## config.mk

```make
export PLATFORM = sky130hd
export DESIGN_NAME = mel_frame_collect
export DESIGN_NICKNAME = d
export VERILOG_FILES = /design/src/design/ap_pkg.sv /design/src/design/mel_frame_collect.sv
export VERILOG_INCLUDE_DIRS = /design/src /design/src/design
export SDC_FILE = /design/constraint.sdc
export NUM_CORES = 1
export LEC_CHECK = 0
export BUFFER_PORTS_ARGS = -buffer_cell sky130_fd_sc_hd__buf_2
export CORE_ASPECT_RATIO = 0.9
export CORE_MARGIN = 3
export CORE_UTILIZATION = 45
export DETAILED_ROUTE_END_ITERATION = 10
export GPL_ROUTABILITY_DRIVEN = 1
export GPL_TIMING_DRIVEN = 0
export HOLD_SLACK_MARGIN = 0.1
export PLACE_DENSITY = 0.71
export SETUP_SLACK_MARGIN = 0.5
export SYNTH_ARGS = -nofsm -noshare
export SYNTH_HDL_FRONTEND = slang
export SYNTH_SLANG_ARGS = --single-unit
```

## constraint.sdc

```tcl
create_clock -name clk -period 19.5 [get_ports clk]
set_input_delay 2.925 -clock clk [delete_from_list [all_inputs] [get_ports clk]]
set_output_delay 2.925 -clock clk [all_outputs]
set_load 0.005 [all_outputs]
```

## src/design/ap_macros.svh

```systemverilog
// audio pipeline macros: sample widths, frame size and accumulator sizing
`ifndef AP_MACROS_SVH
`define AP_MACROS_SVH

// ----------------------------------------------------------
// input samples
// ----------------------------------------------------------
// one unsigned mel band energy
`define MSIN_DATA_WIDTH 16

// ----------------------------------------------------------
// frame geometry
// ----------------------------------------------------------
// bins per frame, power of two for the shift divides
`define MS_ARRAY_WIDTH 16
`define MS_ARRAY_LOG2 4

// ----------------------------------------------------------
// statistics
// ----------------------------------------------------------
// sum of squared deviations needs 34 bits worst case
`define MS_DATA_WIDTH 40
// mean and std handed to the network layer
`define NN_DATA_WIDTH 16

`endif

```

## src/design/ap_pkg.sv

```systemverilog
// audio pipeline package: sample, frame, accumulator and feature types
`default_nettype none

`include "ap_macros.svh"

package ap_pkg;

    // ----------------------------------------------------------
    // data types
    // ----------------------------------------------------------
    // one mel band energy, unsigned
    typedef logic [`MSIN_DATA_WIDTH-1:0] mel_sample_t;

    // full frame, bin 0 first
    typedef mel_sample_t mel_frame_t [`MS_ARRAY_WIDTH];

    // wide accumulator for sums and sums of squares
    typedef logic [`MS_DATA_WIDTH-1:0] ms_acc_t;

    // centred feature, one extra bit for the sign
    typedef logic signed [`MSIN_DATA_WIDTH:0] feat_t;

    // ----------------------------------------------------------
    // indexing
    // ----------------------------------------------------------
    // bin position inside a frame
    typedef logic [`MS_ARRAY_LOG2-1:0] bin_idx_t;

endpackage

`default_nettype wire

```

## src/design/mel_frame_collect.sv

```systemverilog
// mel frame collector gathering strobed mel samples into a double-buffered frame
`timescale 1ns/1ps
`default_nettype none

`include "ap_macros.svh"

module mel_frame_collect import ap_pkg::*; (
    input  logic        clk,
    input  logic        rst,
    input  logic        mel_valid,
    input  mel_sample_t mel_data,
    output logic        frame_valid,
    output mel_frame_t  frame
);

    // ----------------------------------------------------------
    // state
    // ----------------------------------------------------------
    // write position of the next sample
    bin_idx_t   bin_cnt;
    // buffer being filled
    mel_frame_t fill_buf;
    // last bin written on the previous edge
    logic       fill_done;
    logic       last_bin;

    // counter sits on the final bin
    assign last_bin = (bin_cnt == bin_idx_t'(`MS_ARRAY_WIDTH - 1));

    // ----------------------------------------------------------
    // fill buffer
    // ----------------------------------------------------------
    always_ff @(posedge clk) begin
        // sample k lands in bin k
        if (mel_valid) begin
            fill_buf[bin_cnt] <= mel_data;
        end
    end

    // ----------------------------------------------------------
    // bin counter and frame hand-off
    // ----------------------------------------------------------
    always_ff @(posedge clk or posedge rst) begin
        if (rst) begin
            bin_cnt     <= '0;
            fill_done   <= 1'b0;
            frame_valid <= 1'b0;
            frame       <= '{default: '0};
        end else begin
            // wraps on its own since the frame size is a power of two
            if (mel_valid) begin
                bin_cnt <= bin_cnt + 1'b1;
            end

            // flag the completed fill one edge before the copy
            fill_done <= mel_valid && last_bin;

            // one-cycle strobe toward the statistics stage
            frame_valid <= fill_done;

            // copy reads the old buffer so bin 0 of the
            // next frame may be written on this same edge
            if (fill_done) begin
                frame <= fill_buf;
            end
        end
    end

    // frame register stays put until the next completion
    // fill_buf collects while frame holds the last complete frame

endmodule

`default_nettype wire

```

==> flow_summary.toml <==
[hold_path]
hold_path_end = "frame[238]"
hold_depth = 1
min_from = "fill_buf[238]"
hold_path_class = "reg -> reg"

[clock_network]
cts_tree = "done"
root_buffer = "clkbuf_16"
cts_hold_buf = 0
cts_made_buffers = 50
htreeDepth = 2
clock-sinks = 518
cts_resized = 0
post_cts_buffers = 0
clkLatencyLatePin_ns = 0.58
clock_path_buffers = 3
path_clk_slew_ns = 0.06

[routing]
dr.pass1.iters = 4
drt-total-wl_um = 40600
drc_errors = 0
drt-vias-per-instance = 5.02
wl_per_cell_um = 23.3
vias = 8737
drtIter0Drc = 562
antenna_left = 0

[pwr]
p_int_w = 0.00243
sw_frac_of_total = 0.265
power_density_nw_per_um2 = 154
p_leak_nw = 9.21
switchingPower_w = 0.000877
power_frac_comb = 0.222
seq_power_share = 0.488
vdd_drop_max_mv = 0.119
clock_power_share = 0.291

[floorplan]
num_io_pins = 276
start_util = 0.459
die_area_um2 = 41700
rows = 68
die_w_um = 215
die-height_um = 194
core-area_um2 = 38500

[yosys]
synth-compound-area-share = 0.000283
avgSynthCellArea_um2 = 21.1
syn_nets = 862
synthAdderAreaFrac = 0.00283
synth-seq-cells = 518
synthSimpleGateAreaFrac = 0.00835
netlist_instances = 839
synthMuxAreaShare = 0.163
yosys_warnings = 0
synth_top_family_by_area = "multiplexers"
seq_area_frac_synth = 0.805
synthXorXnorAreaFrac = 0.00149
yosys.area.top_type = "edfxtp_1"
synth_area_leaders = "edfxtp_1 43%, dfrtp_1 37%, mux2_2 16%"
synth.distinct_cells = 19
synth_top_area_share = 0.435
syn_area_um2 = 17700

[timing]
setup_viol = 0
finalCriticalPeriod_ns = 4.06
clock.fmax_mhz = 246
tightest_slew_ns = 0.911
drv_slew = 0
min_period_over_period = 0.208
hold_viol_final = 0
skew_ns = 0.0150
rsz0062_at_grt = "false"
max_slew_margin = 0.393
setup_tns_ns = 0

[critical_path]
path_cells = "buf_2"
crit_path_top_delay_cell = "dfrtp_1"
startpoint_type = "register"
worstSetupPathType = "reg -> out"
endpoint_kind = "output port"
slowest_delay_ns = 0.42
crit_buf_inv = 1
r2r_setup_slack_ns = 17.41
reg2reg_depth = 4
arrival_ns = 1.14
critPathTopFamily = "flip-flops"
reg2reg_from = "bin_cnt[0]"
r2r_end = "fill_buf[185]"
cp_max_fo = 2
cp_data_required_time_ns = 16.57

[global_routing]
grt_util_met1 = 0.265
track_usage = 0.196
grt_overflow_total = 0
gr-usage-met3 = 0.0631
grt_pass1_wl_um = 60700
use_met2 = 0.311
first_global_vias = 9385
top_usage_layer = "met2"
grt_max_degree = 121
antenna_found_initial = 3

[final_layout]
nets = 1197
post-route-util = 0.559
final_cell_area_um2 = 21500
area_growth_pct = 21.8
fill_cells = 3050
drive_gt1_frac = 0.532

[run_status]
status = "completed"

[placed_design]
dpl_cell_area_um2 = 19900
gp_congestion = 0.740
portBuffers = 274
dpl.hpwl_um = 24800

[flow_run]
drv_cap = 0
per-layer routing:
metal | share of wire | vias to the layer above | wire (um)
li1 | - | 3785 | -
met1 | 0.42 | 4619 | 17000
met2 | 0.47 | 276 | 19200
met3 | 0.092 | 55 | 3730
met4 | 0.017 | 2 | 676
met5 | 0.00049 | - | 20
flip-flops by register name (all words and copies together) (netlist names):
| name | flops |
|---|---|
| fill_done | 1 |
| bin_cnt | 4 |
| frame | 256 |
| frame_valid | 1 |
| fill_buf | 256 |
stage by stage:
step,total power (W),std cells,worst slack [ns],hold WS [ns]
6_report,0.00331,1742,15.44,0.469
5_1_grt,0.00348,1741,15.38,0.488
4_1_cts,0.00336,1741,15.41,0.474
3_5_place_dp,0.00238,1647,14.87,0.461
3_3_place_gp,0.00234,1638,5.83,0.455
2_1_floorplan,0.00196,839,9.36,0.447
area by class of cell:
| class | instances | area (um^2) | share of cell area |
|---|---|---|---|
| antenna | 1 | 2.50 | 0.000116 |
| buffer | 31 | 320 | 0.0149 |
| clock buffer | 77 | 1450 | 0.0672 |
| clock inverter | 17 | 199 | 0.00924 |
| inverter | 3 | 18.8 | 0.000872 |
| multi-input combinational | 287 | 3140 | 0.146 |
| sequential | 518 | 14200 | 0.661 |
| tap | 525 | 657 | 0.0305 |
| timing repair buffer | 283 | 1510 | 0.0699 |
power by group through the flow:
stage	Clock, W	Combinational [W]	Sequential (W)
2_1_floorplan	0	0.000323	0.00164
3_3_place_gp	0	0.000720	0.00162
3_5_place_dp	0	0.000750	0.00163
4_1_cts	0.000989	0.000752	0.00162
5_1_grt	0.00103	0.000802	0.00165
6_report	0.000963	0.000734	0.00161
cells by family after synthesis:
family,after synthesis
flip-flops,518
adder cells (fa/ha/maj),4
AO/OA/AOI/OAI,1
buffers and inverters,34
multiplexers,256
AND/OR/NAND/NOR,23
XOR/XNOR,3
how the worst max path moves through the flow:
stage	from	endpoint	cells after the start
floorplan	rst	bin_cnt[0]	1
global placement	rst	frame[129]	2
global route	mel_valid	fill_buf[232]	3
finish	frame[254]	frame[254]	1
detailed placement	mel_valid	fill_buf[230]	3
CTS	frame[254]	frame[254]	1
synthesized netlist by cell type:
library cell	instances
buf_2	4
o21ai_0	1
buf_4	1
ha_1	4
nand2_1	3
edfxtp_1	256
and3_1	1
and3b_1	1
nor3_1	1
xor2_1	1
dfrtp_1	262
buf_6	26
and4_1	1
nand4_1	1
inv_1	3
nor3b_1	6
xnor2_1	2
and2_1	9
mux2_2	256
cells in the final DEF, fill, tap and decap left out, types with 4 or more instances in the layout:
cell type,n
nor3b_2,5
clkbuf_1,21
clkinvlp_4,4
ha_1,4
bufinv_16,4
clkbuf_16,53
and2_1,9
buf_2,278
dfrtp_1,262
mux2_2,256
buf_6,33
clkinv_2,4
edfxtp_1,256
Note: power is estimated with default switching activity, not from simulation.
