File: src/design/ap_macros.svh
// audio pipeline macros: sample widths, frame size and accumulator sizing
`ifndef AP_MACROS_SVH
`define AP_MACROS_SVH

// ----------------------------------------------------------
// input samples
// ----------------------------------------------------------
// one unsigned mel band energy
`define MSIN_DATA_WIDTH 16

// ----------------------------------------------------------
// frame geometry
// ----------------------------------------------------------
// bins per frame, power of two for the shift divides
`define MS_ARRAY_WIDTH 16
`define MS_ARRAY_LOG2 4

// ----------------------------------------------------------
// statistics
// ----------------------------------------------------------
// sum of squared deviations needs 34 bits worst case
`define MS_DATA_WIDTH 40
// mean and std handed to the network layer
`define NN_DATA_WIDTH 16

`endif

File: src/design/ap_pkg.sv
// audio pipeline package: sample, frame, accumulator and feature types
`default_nettype none

`include "ap_macros.svh"

package ap_pkg;

    // ----------------------------------------------------------
    // data types
    // ----------------------------------------------------------
    // one mel band energy, unsigned
    typedef logic [`MSIN_DATA_WIDTH-1:0] mel_sample_t;

    // full frame, bin 0 first
    typedef mel_sample_t mel_frame_t [`MS_ARRAY_WIDTH];

    // wide accumulator for sums and sums of squares
    typedef logic [`MS_DATA_WIDTH-1:0] ms_acc_t;

    // centred feature, one extra bit for the sign
    typedef logic signed [`MSIN_DATA_WIDTH:0] feat_t;

    // ----------------------------------------------------------
    // indexing
    // ----------------------------------------------------------
    // bin position inside a frame
    typedef logic [`MS_ARRAY_LOG2-1:0] bin_idx_t;

endpackage

`default_nettype wire

File: src/design/feature_serializer.sv
// feature serializer: streams mean-centred bins with a last marker and held frame stats
`timescale 1ns/1ps
`default_nettype none

`include "ap_macros.svh"

module feature_serializer import ap_pkg::*; (
    input  logic                      clk,
    input  logic                      rst,
    input  logic                      stats_valid,
    input  logic [`NN_DATA_WIDTH-1:0] stats_mean,
    input  logic [`NN_DATA_WIDTH-1:0] stats_std,
    input  mel_frame_t                stats_frame,
    output logic                      feat_valid,
    output feat_t                     feat_data,
    output logic                      feat_last,
    output logic [`NN_DATA_WIDTH-1:0] frame_mean,
    output logic [`NN_DATA_WIDTH-1:0] frame_std
);

    // ----------------------------------------------------------
    // state
    // ----------------------------------------------------------
    // copy of the frame being streamed
    mel_frame_t hold_frame;
    // next bin to send
    bin_idx_t   bin_idx;

    // bin minus mean, always fits in 17 signed bits
    function automatic feat_t centre(input mel_sample_t bin,
                                     input logic [`NN_DATA_WIDTH-1:0] mean);
        return feat_t'($signed({1'b0, bin}) - $signed({1'b0, mean}));
    endfunction

    always_ff @(posedge clk) begin
        if (stats_valid) begin
            hold_frame <= stats_frame;
        end
    end

    // ----------------------------------------------------------
    // output sequencer
    // ----------------------------------------------------------
    always_ff @(posedge clk or posedge rst) begin
        if (rst) begin
            feat_valid <= 1'b0;
            feat_data  <= '0;
            feat_last  <= 1'b0;
            bin_idx    <= '0;
            frame_mean <= '0;
            frame_std  <= '0;
        end else if (stats_valid) begin
            // bin 0 straight from the input, stats latched with it
            frame_mean <= stats_mean;
            frame_std  <= stats_std;
            feat_valid <= 1'b1;
            feat_data  <= centre(stats_frame[0], stats_mean);
            feat_last  <= 1'b0;
            bin_idx    <= bin_idx_t'(1);
        end else if (feat_valid && !feat_last) begin
            // remaining bins from the held copy
            feat_data <= centre(hold_frame[bin_idx], frame_mean);
            feat_last <= (bin_idx == bin_idx_t'(`MS_ARRAY_WIDTH - 1));
            bin_idx   <= bin_idx + 1'b1;
        end else begin
            // idle between frames, stats stay held
            feat_valid <= 1'b0;
            feat_last  <= 1'b0;
        end
    end

endmodule

`default_nettype wire

File: config.mk
export PLATFORM = sky130hd
export DESIGN_NAME = feature_serializer
export DESIGN_NICKNAME = d
export VERILOG_FILES = /design/src/design/ap_pkg.sv /design/src/design/feature_serializer.sv
export VERILOG_INCLUDE_DIRS = /design/src /design/src/design
export SDC_FILE = /design/constraint.sdc
export NUM_CORES = 1
export LEC_CHECK = 0
export ABC_AREA = 1
export BUFFER_PORTS_ARGS = -buffer_cell sky130_fd_sc_hd__buf_2
export CORE_MARGIN = 5
export CORE_UTILIZATION = 50
export CTS_CLUSTER_DIAMETER = 30
export DETAILED_ROUTE_END_ITERATION = 6
export PLACE_DENSITY = 0.82
export RECOVER_POWER = 50
export SLEW_MARGIN = 15
export SYNTH_ARGS = -nofsm -noshare
export SYNTH_HDL_FRONTEND = slang
export SYNTH_SLANG_ARGS = --single-unit
File: constraint.sdc
create_clock -name clk -period 3.5 [get_ports clk]
set_clock_uncertainty 0.2 [all_clocks]
set_input_delay 0.7 -clock clk [delete_from_list [all_inputs] [get_ports clk]]
set_output_delay 0.7 -clock clk [all_outputs]
set_load 0.005 [all_outputs]
==> summary.md <==
- **post-route clock period utilization** 0.931
- **Via density** 5.39
- **placed cell count** 1950
- **fill cell total of the finished layout** 2103
- **worst-path cell with the longest stage delay** sky130_fd_sc_hd__dfrtp_4
- **Largest delay share family, worst path** simple AND/OR/NAND/NOR gates
- **worst IR drop on VDD** 0.606 mV
- **IO Port Bufs** 341
- **routed via count** 11.2k
- **ordered cell list for the critical path** inv_4, buf_16, nor2_1, o32ai_2, o211ai_1, nand2_1, ha_4, or2_2, and2_1, nand3_1, nand4_1, nand3_1, nand2_1, nand2_1, nand2_1
- **number of standard cells in the final layout excluding fillers** 2073
- **DIE WIDTH** 178 um
- **Hold/Removal Path Class** input port to register
- **count of maximum capacitance violations** 0
- **critical path endpoint category** register
- **DRC violation total after the first TritonRoute iteration** 897
- **Syn Nets** 1598
- **startpoint type of the worst setup path** register
- **most frequent standard cell in the layout excluding fill and tap cells** sky130_fd_sc_hd__buf_2
- **layout cells sized above 1** 0.264
- **number of slew-limit violations in the final report** 0
- **startpoint of the worst-slack reg-to-reg timing path** bin_idx[0]
- **initial antenna violation count** 7
- **RSZ-0062 raised after global routing** false
- **Slew @ Worst Pin** 1.33 ns
- **GP Congestion** 0.882
- **status** completed
- **total number of placement rows** 61
- **Detailed Route WL** 42.2 mm
- **clock root buffer master** sky130_fd_sc_hd__clkbuf_16
- **WP data arrival** 3.50 ns
- **Hold Vio Cnt, Final** 0
- **wire length of the first global-routing pass** 61.4 mm
- **clock-pin slew reported for the worst setup and hold paths after clock tree synthesis** 0.06 ns
- **iteration count of the initial detailed-routing pass** 5
- **post-synthesis to final-layout area growth** 30.5%
- **H-Tree Level Count** 2
- **netlist area before placement** 14100 um^2
- **DIE HEIGHT** 178 um
- **most common cell type on the critical path** sky130_fd_sc_hd__nand2_1
- **count of pins on the block boundary** 342
- **total of endpoints with negative setup slack in the final report** 0
- **DR WL/cell** 20.3 um
- **origin of the worst setup path** bin_idx[0]
- **maximum clock insertion buffer count** 3
- **Overall Power** 15.2 mW
- **count of different cell masters after synthesis** 34
- **Peak Freq** 0.307 GHz
- **count of synthesis-stage warnings from yosys** 0
- **placeable core area** 27800 um^2
- **CTS sink count** 311
- **effective utilization at floorplan** 0.507
- **CTS tree** done
- **time the worst path needs with I/O delays and setup** 3.26 ns
- **number of global-route vias before repair** 11.2k
- **leakage power** 8.19 nW
- **Die Footprint** 31600 um^2
- **ANT nets after route** 0
- **average size of a mapped cell** 11.1 um^2
- **critical path class** register to register
- **worst path required time** 3.74 ns
- **crit path max fanout** 15
- **count of mapped cells out of synthesis** 1271
- **Slew Limit Headroom** 0.112
- **total power density per cell area** 829 nW/um^2
- **global router's overall resource usage** 0.255
- **Worst-Skew Late Latency** 0.59 ns
- **Hold Startpoint** stats_frame[63]
- **total clock buffers created by CTS** 60
- **DRC violation count after routing** 0
- **setup_tns** 0 ns
- **count of buffering cells on the critical path with inverters included** 2
- **Yosys reg bits** 311
- **Worst Slack Setup Final** 0.242 ns
- **Post-layout nets** 1967
- **most frequent cells in the layout** 308 x sky130_fd_sc_hd__buf_2, 281 x sky130_fd_sc_hd__nand2_1, 256 x sky130_fd_sc_hd__edfxtp_1, 132 x sky130_fd_sc_hd__nor2_1, 117 x sky130_fd_sc_hd__inv_1
- **placed wire-length estimate** 30.1 mm
- **Seq/Total Area, Yosys** 0.644
- **delay contributed by the slowest stage of the critical path** 0.53 ns
- **aggregate global routing overflow** 0
- **Placement Setup Slack** 0.0756 ns
- **maximum number of pins on one net before global-route repair** 144
==> metrics by stage <==
stage / util / cell area [um^2] / hold slack (ns)
after CTS: 0.658 / 18300 / 0.0712
final: 0.661 / 18400 / 0.0871
after global placement: 0.583 / 16200 / 0.252
after floorplan: - / 14100 / 0.265
after detailed placement: 0.583 / 16200 / 0.260
after global routing: 0.661 / 18400 / 0.0673
==> cells by family after synthesis <==
group | share of synthesized area
buf+inv | 0.0542
mux | 0.0327
flops | 0.644
fa+ha+maj | 0.0331
compound gates | 0.0942
xor+xnor | 0.00498
simple gates | 0.137
==> cell usage after synthesis (all sizes together) <==
master / number / area (um^2)
nor3: 6 / 30.0
xnor2: 2 / 17.5
clkbuf: 32 / 120
inv: 119 / 447
a21oi: 23 / 115
and2: 1 / 6.26
or2: 2 / 12.5
nor2: 132 / 498
fa: 2 / 40.0
o21ai: 91 / 455
nand2: 281 / 1050
clkinv: 1 / 3.75
xor2: 6 / 52.6
mux2i: 46 / 460
o211ai: 20 / 150
ha: 34 / 425
edfxtp: 256 / 7690
a22o: 1 / 8.76
nand3b: 4 / 30.0
a31oi: 4 / 25.0
o221ai: 46 / 403
o22ai: 2 / 12.5
buf: 29 / 193
nand3: 52 / 260
a21o: 1 / 7.51
o32ai: 17 / 149
nand4: 6 / 37.5
dfrtp: 55 / 1380
==> final timing paths <==
path,end,slack (ns),cells after the start
max reg2reg,feat_data[12],0.24,15
min reg2reg,frame_std[0],0.27,2
max,feat_data[12],0.24,15
max in group asynchronous,frame_mean[13],1.81,4
min in group asynchronous,frame_std[10],0.56,3
min,hold_frame[63],0.09,1
==> state kept, by name, indices dropped and copies added, names as in the netlist <==
register and count:
bin_idx 4, feat_data 17, feat_last 1, feat_valid 1, frame_mean 16, frame_std 16, hold_frame 256
==> report_power, final <==
group / switching, mW / total [mW] / internal, mW
combinational: 3.04 / 4.85 / 1.81
clock: 2.03 / 5.70 / 3.67
sequential: 0.234 / 4.69 / 4.46
==> timing repair <==
action / in CTS / in global routing
endpoints found under the setup margin: 0 / 10
gates resized for setup: 0 / 11
hold buffers: 1 / 0
setup buffers: 0 / 2
endpoints found under the hold margin: 5 / 0
==> routing by layer <==
metal / vias up / GRT usage / part of all wire
met3: 99 / 0.0763 / 0.10
met2: 561 / 0.423 / 0.48
li1: 5232 / - / -
met5: - / 0 / 0.0011
met1: 5264 / 0.312 / 0.37
met4: 8 / 0.108 / 0.039
==> final cells by class <==
cell class,instances,area (um^2),area share
Sequential cell,311,9070,0.494
Multi-Input combinational cell,779,4290,0.233
Timing Repair Buffer,368,2020,0.110
Clock buffer,68,1540,0.0839
Clock inverter,44,512,0.0279
Tap cell,378,473,0.0257
Inverter,120,453,0.0247
Antenna cell,5,12.5,0.000681
(Power assumes the default switching activity.)
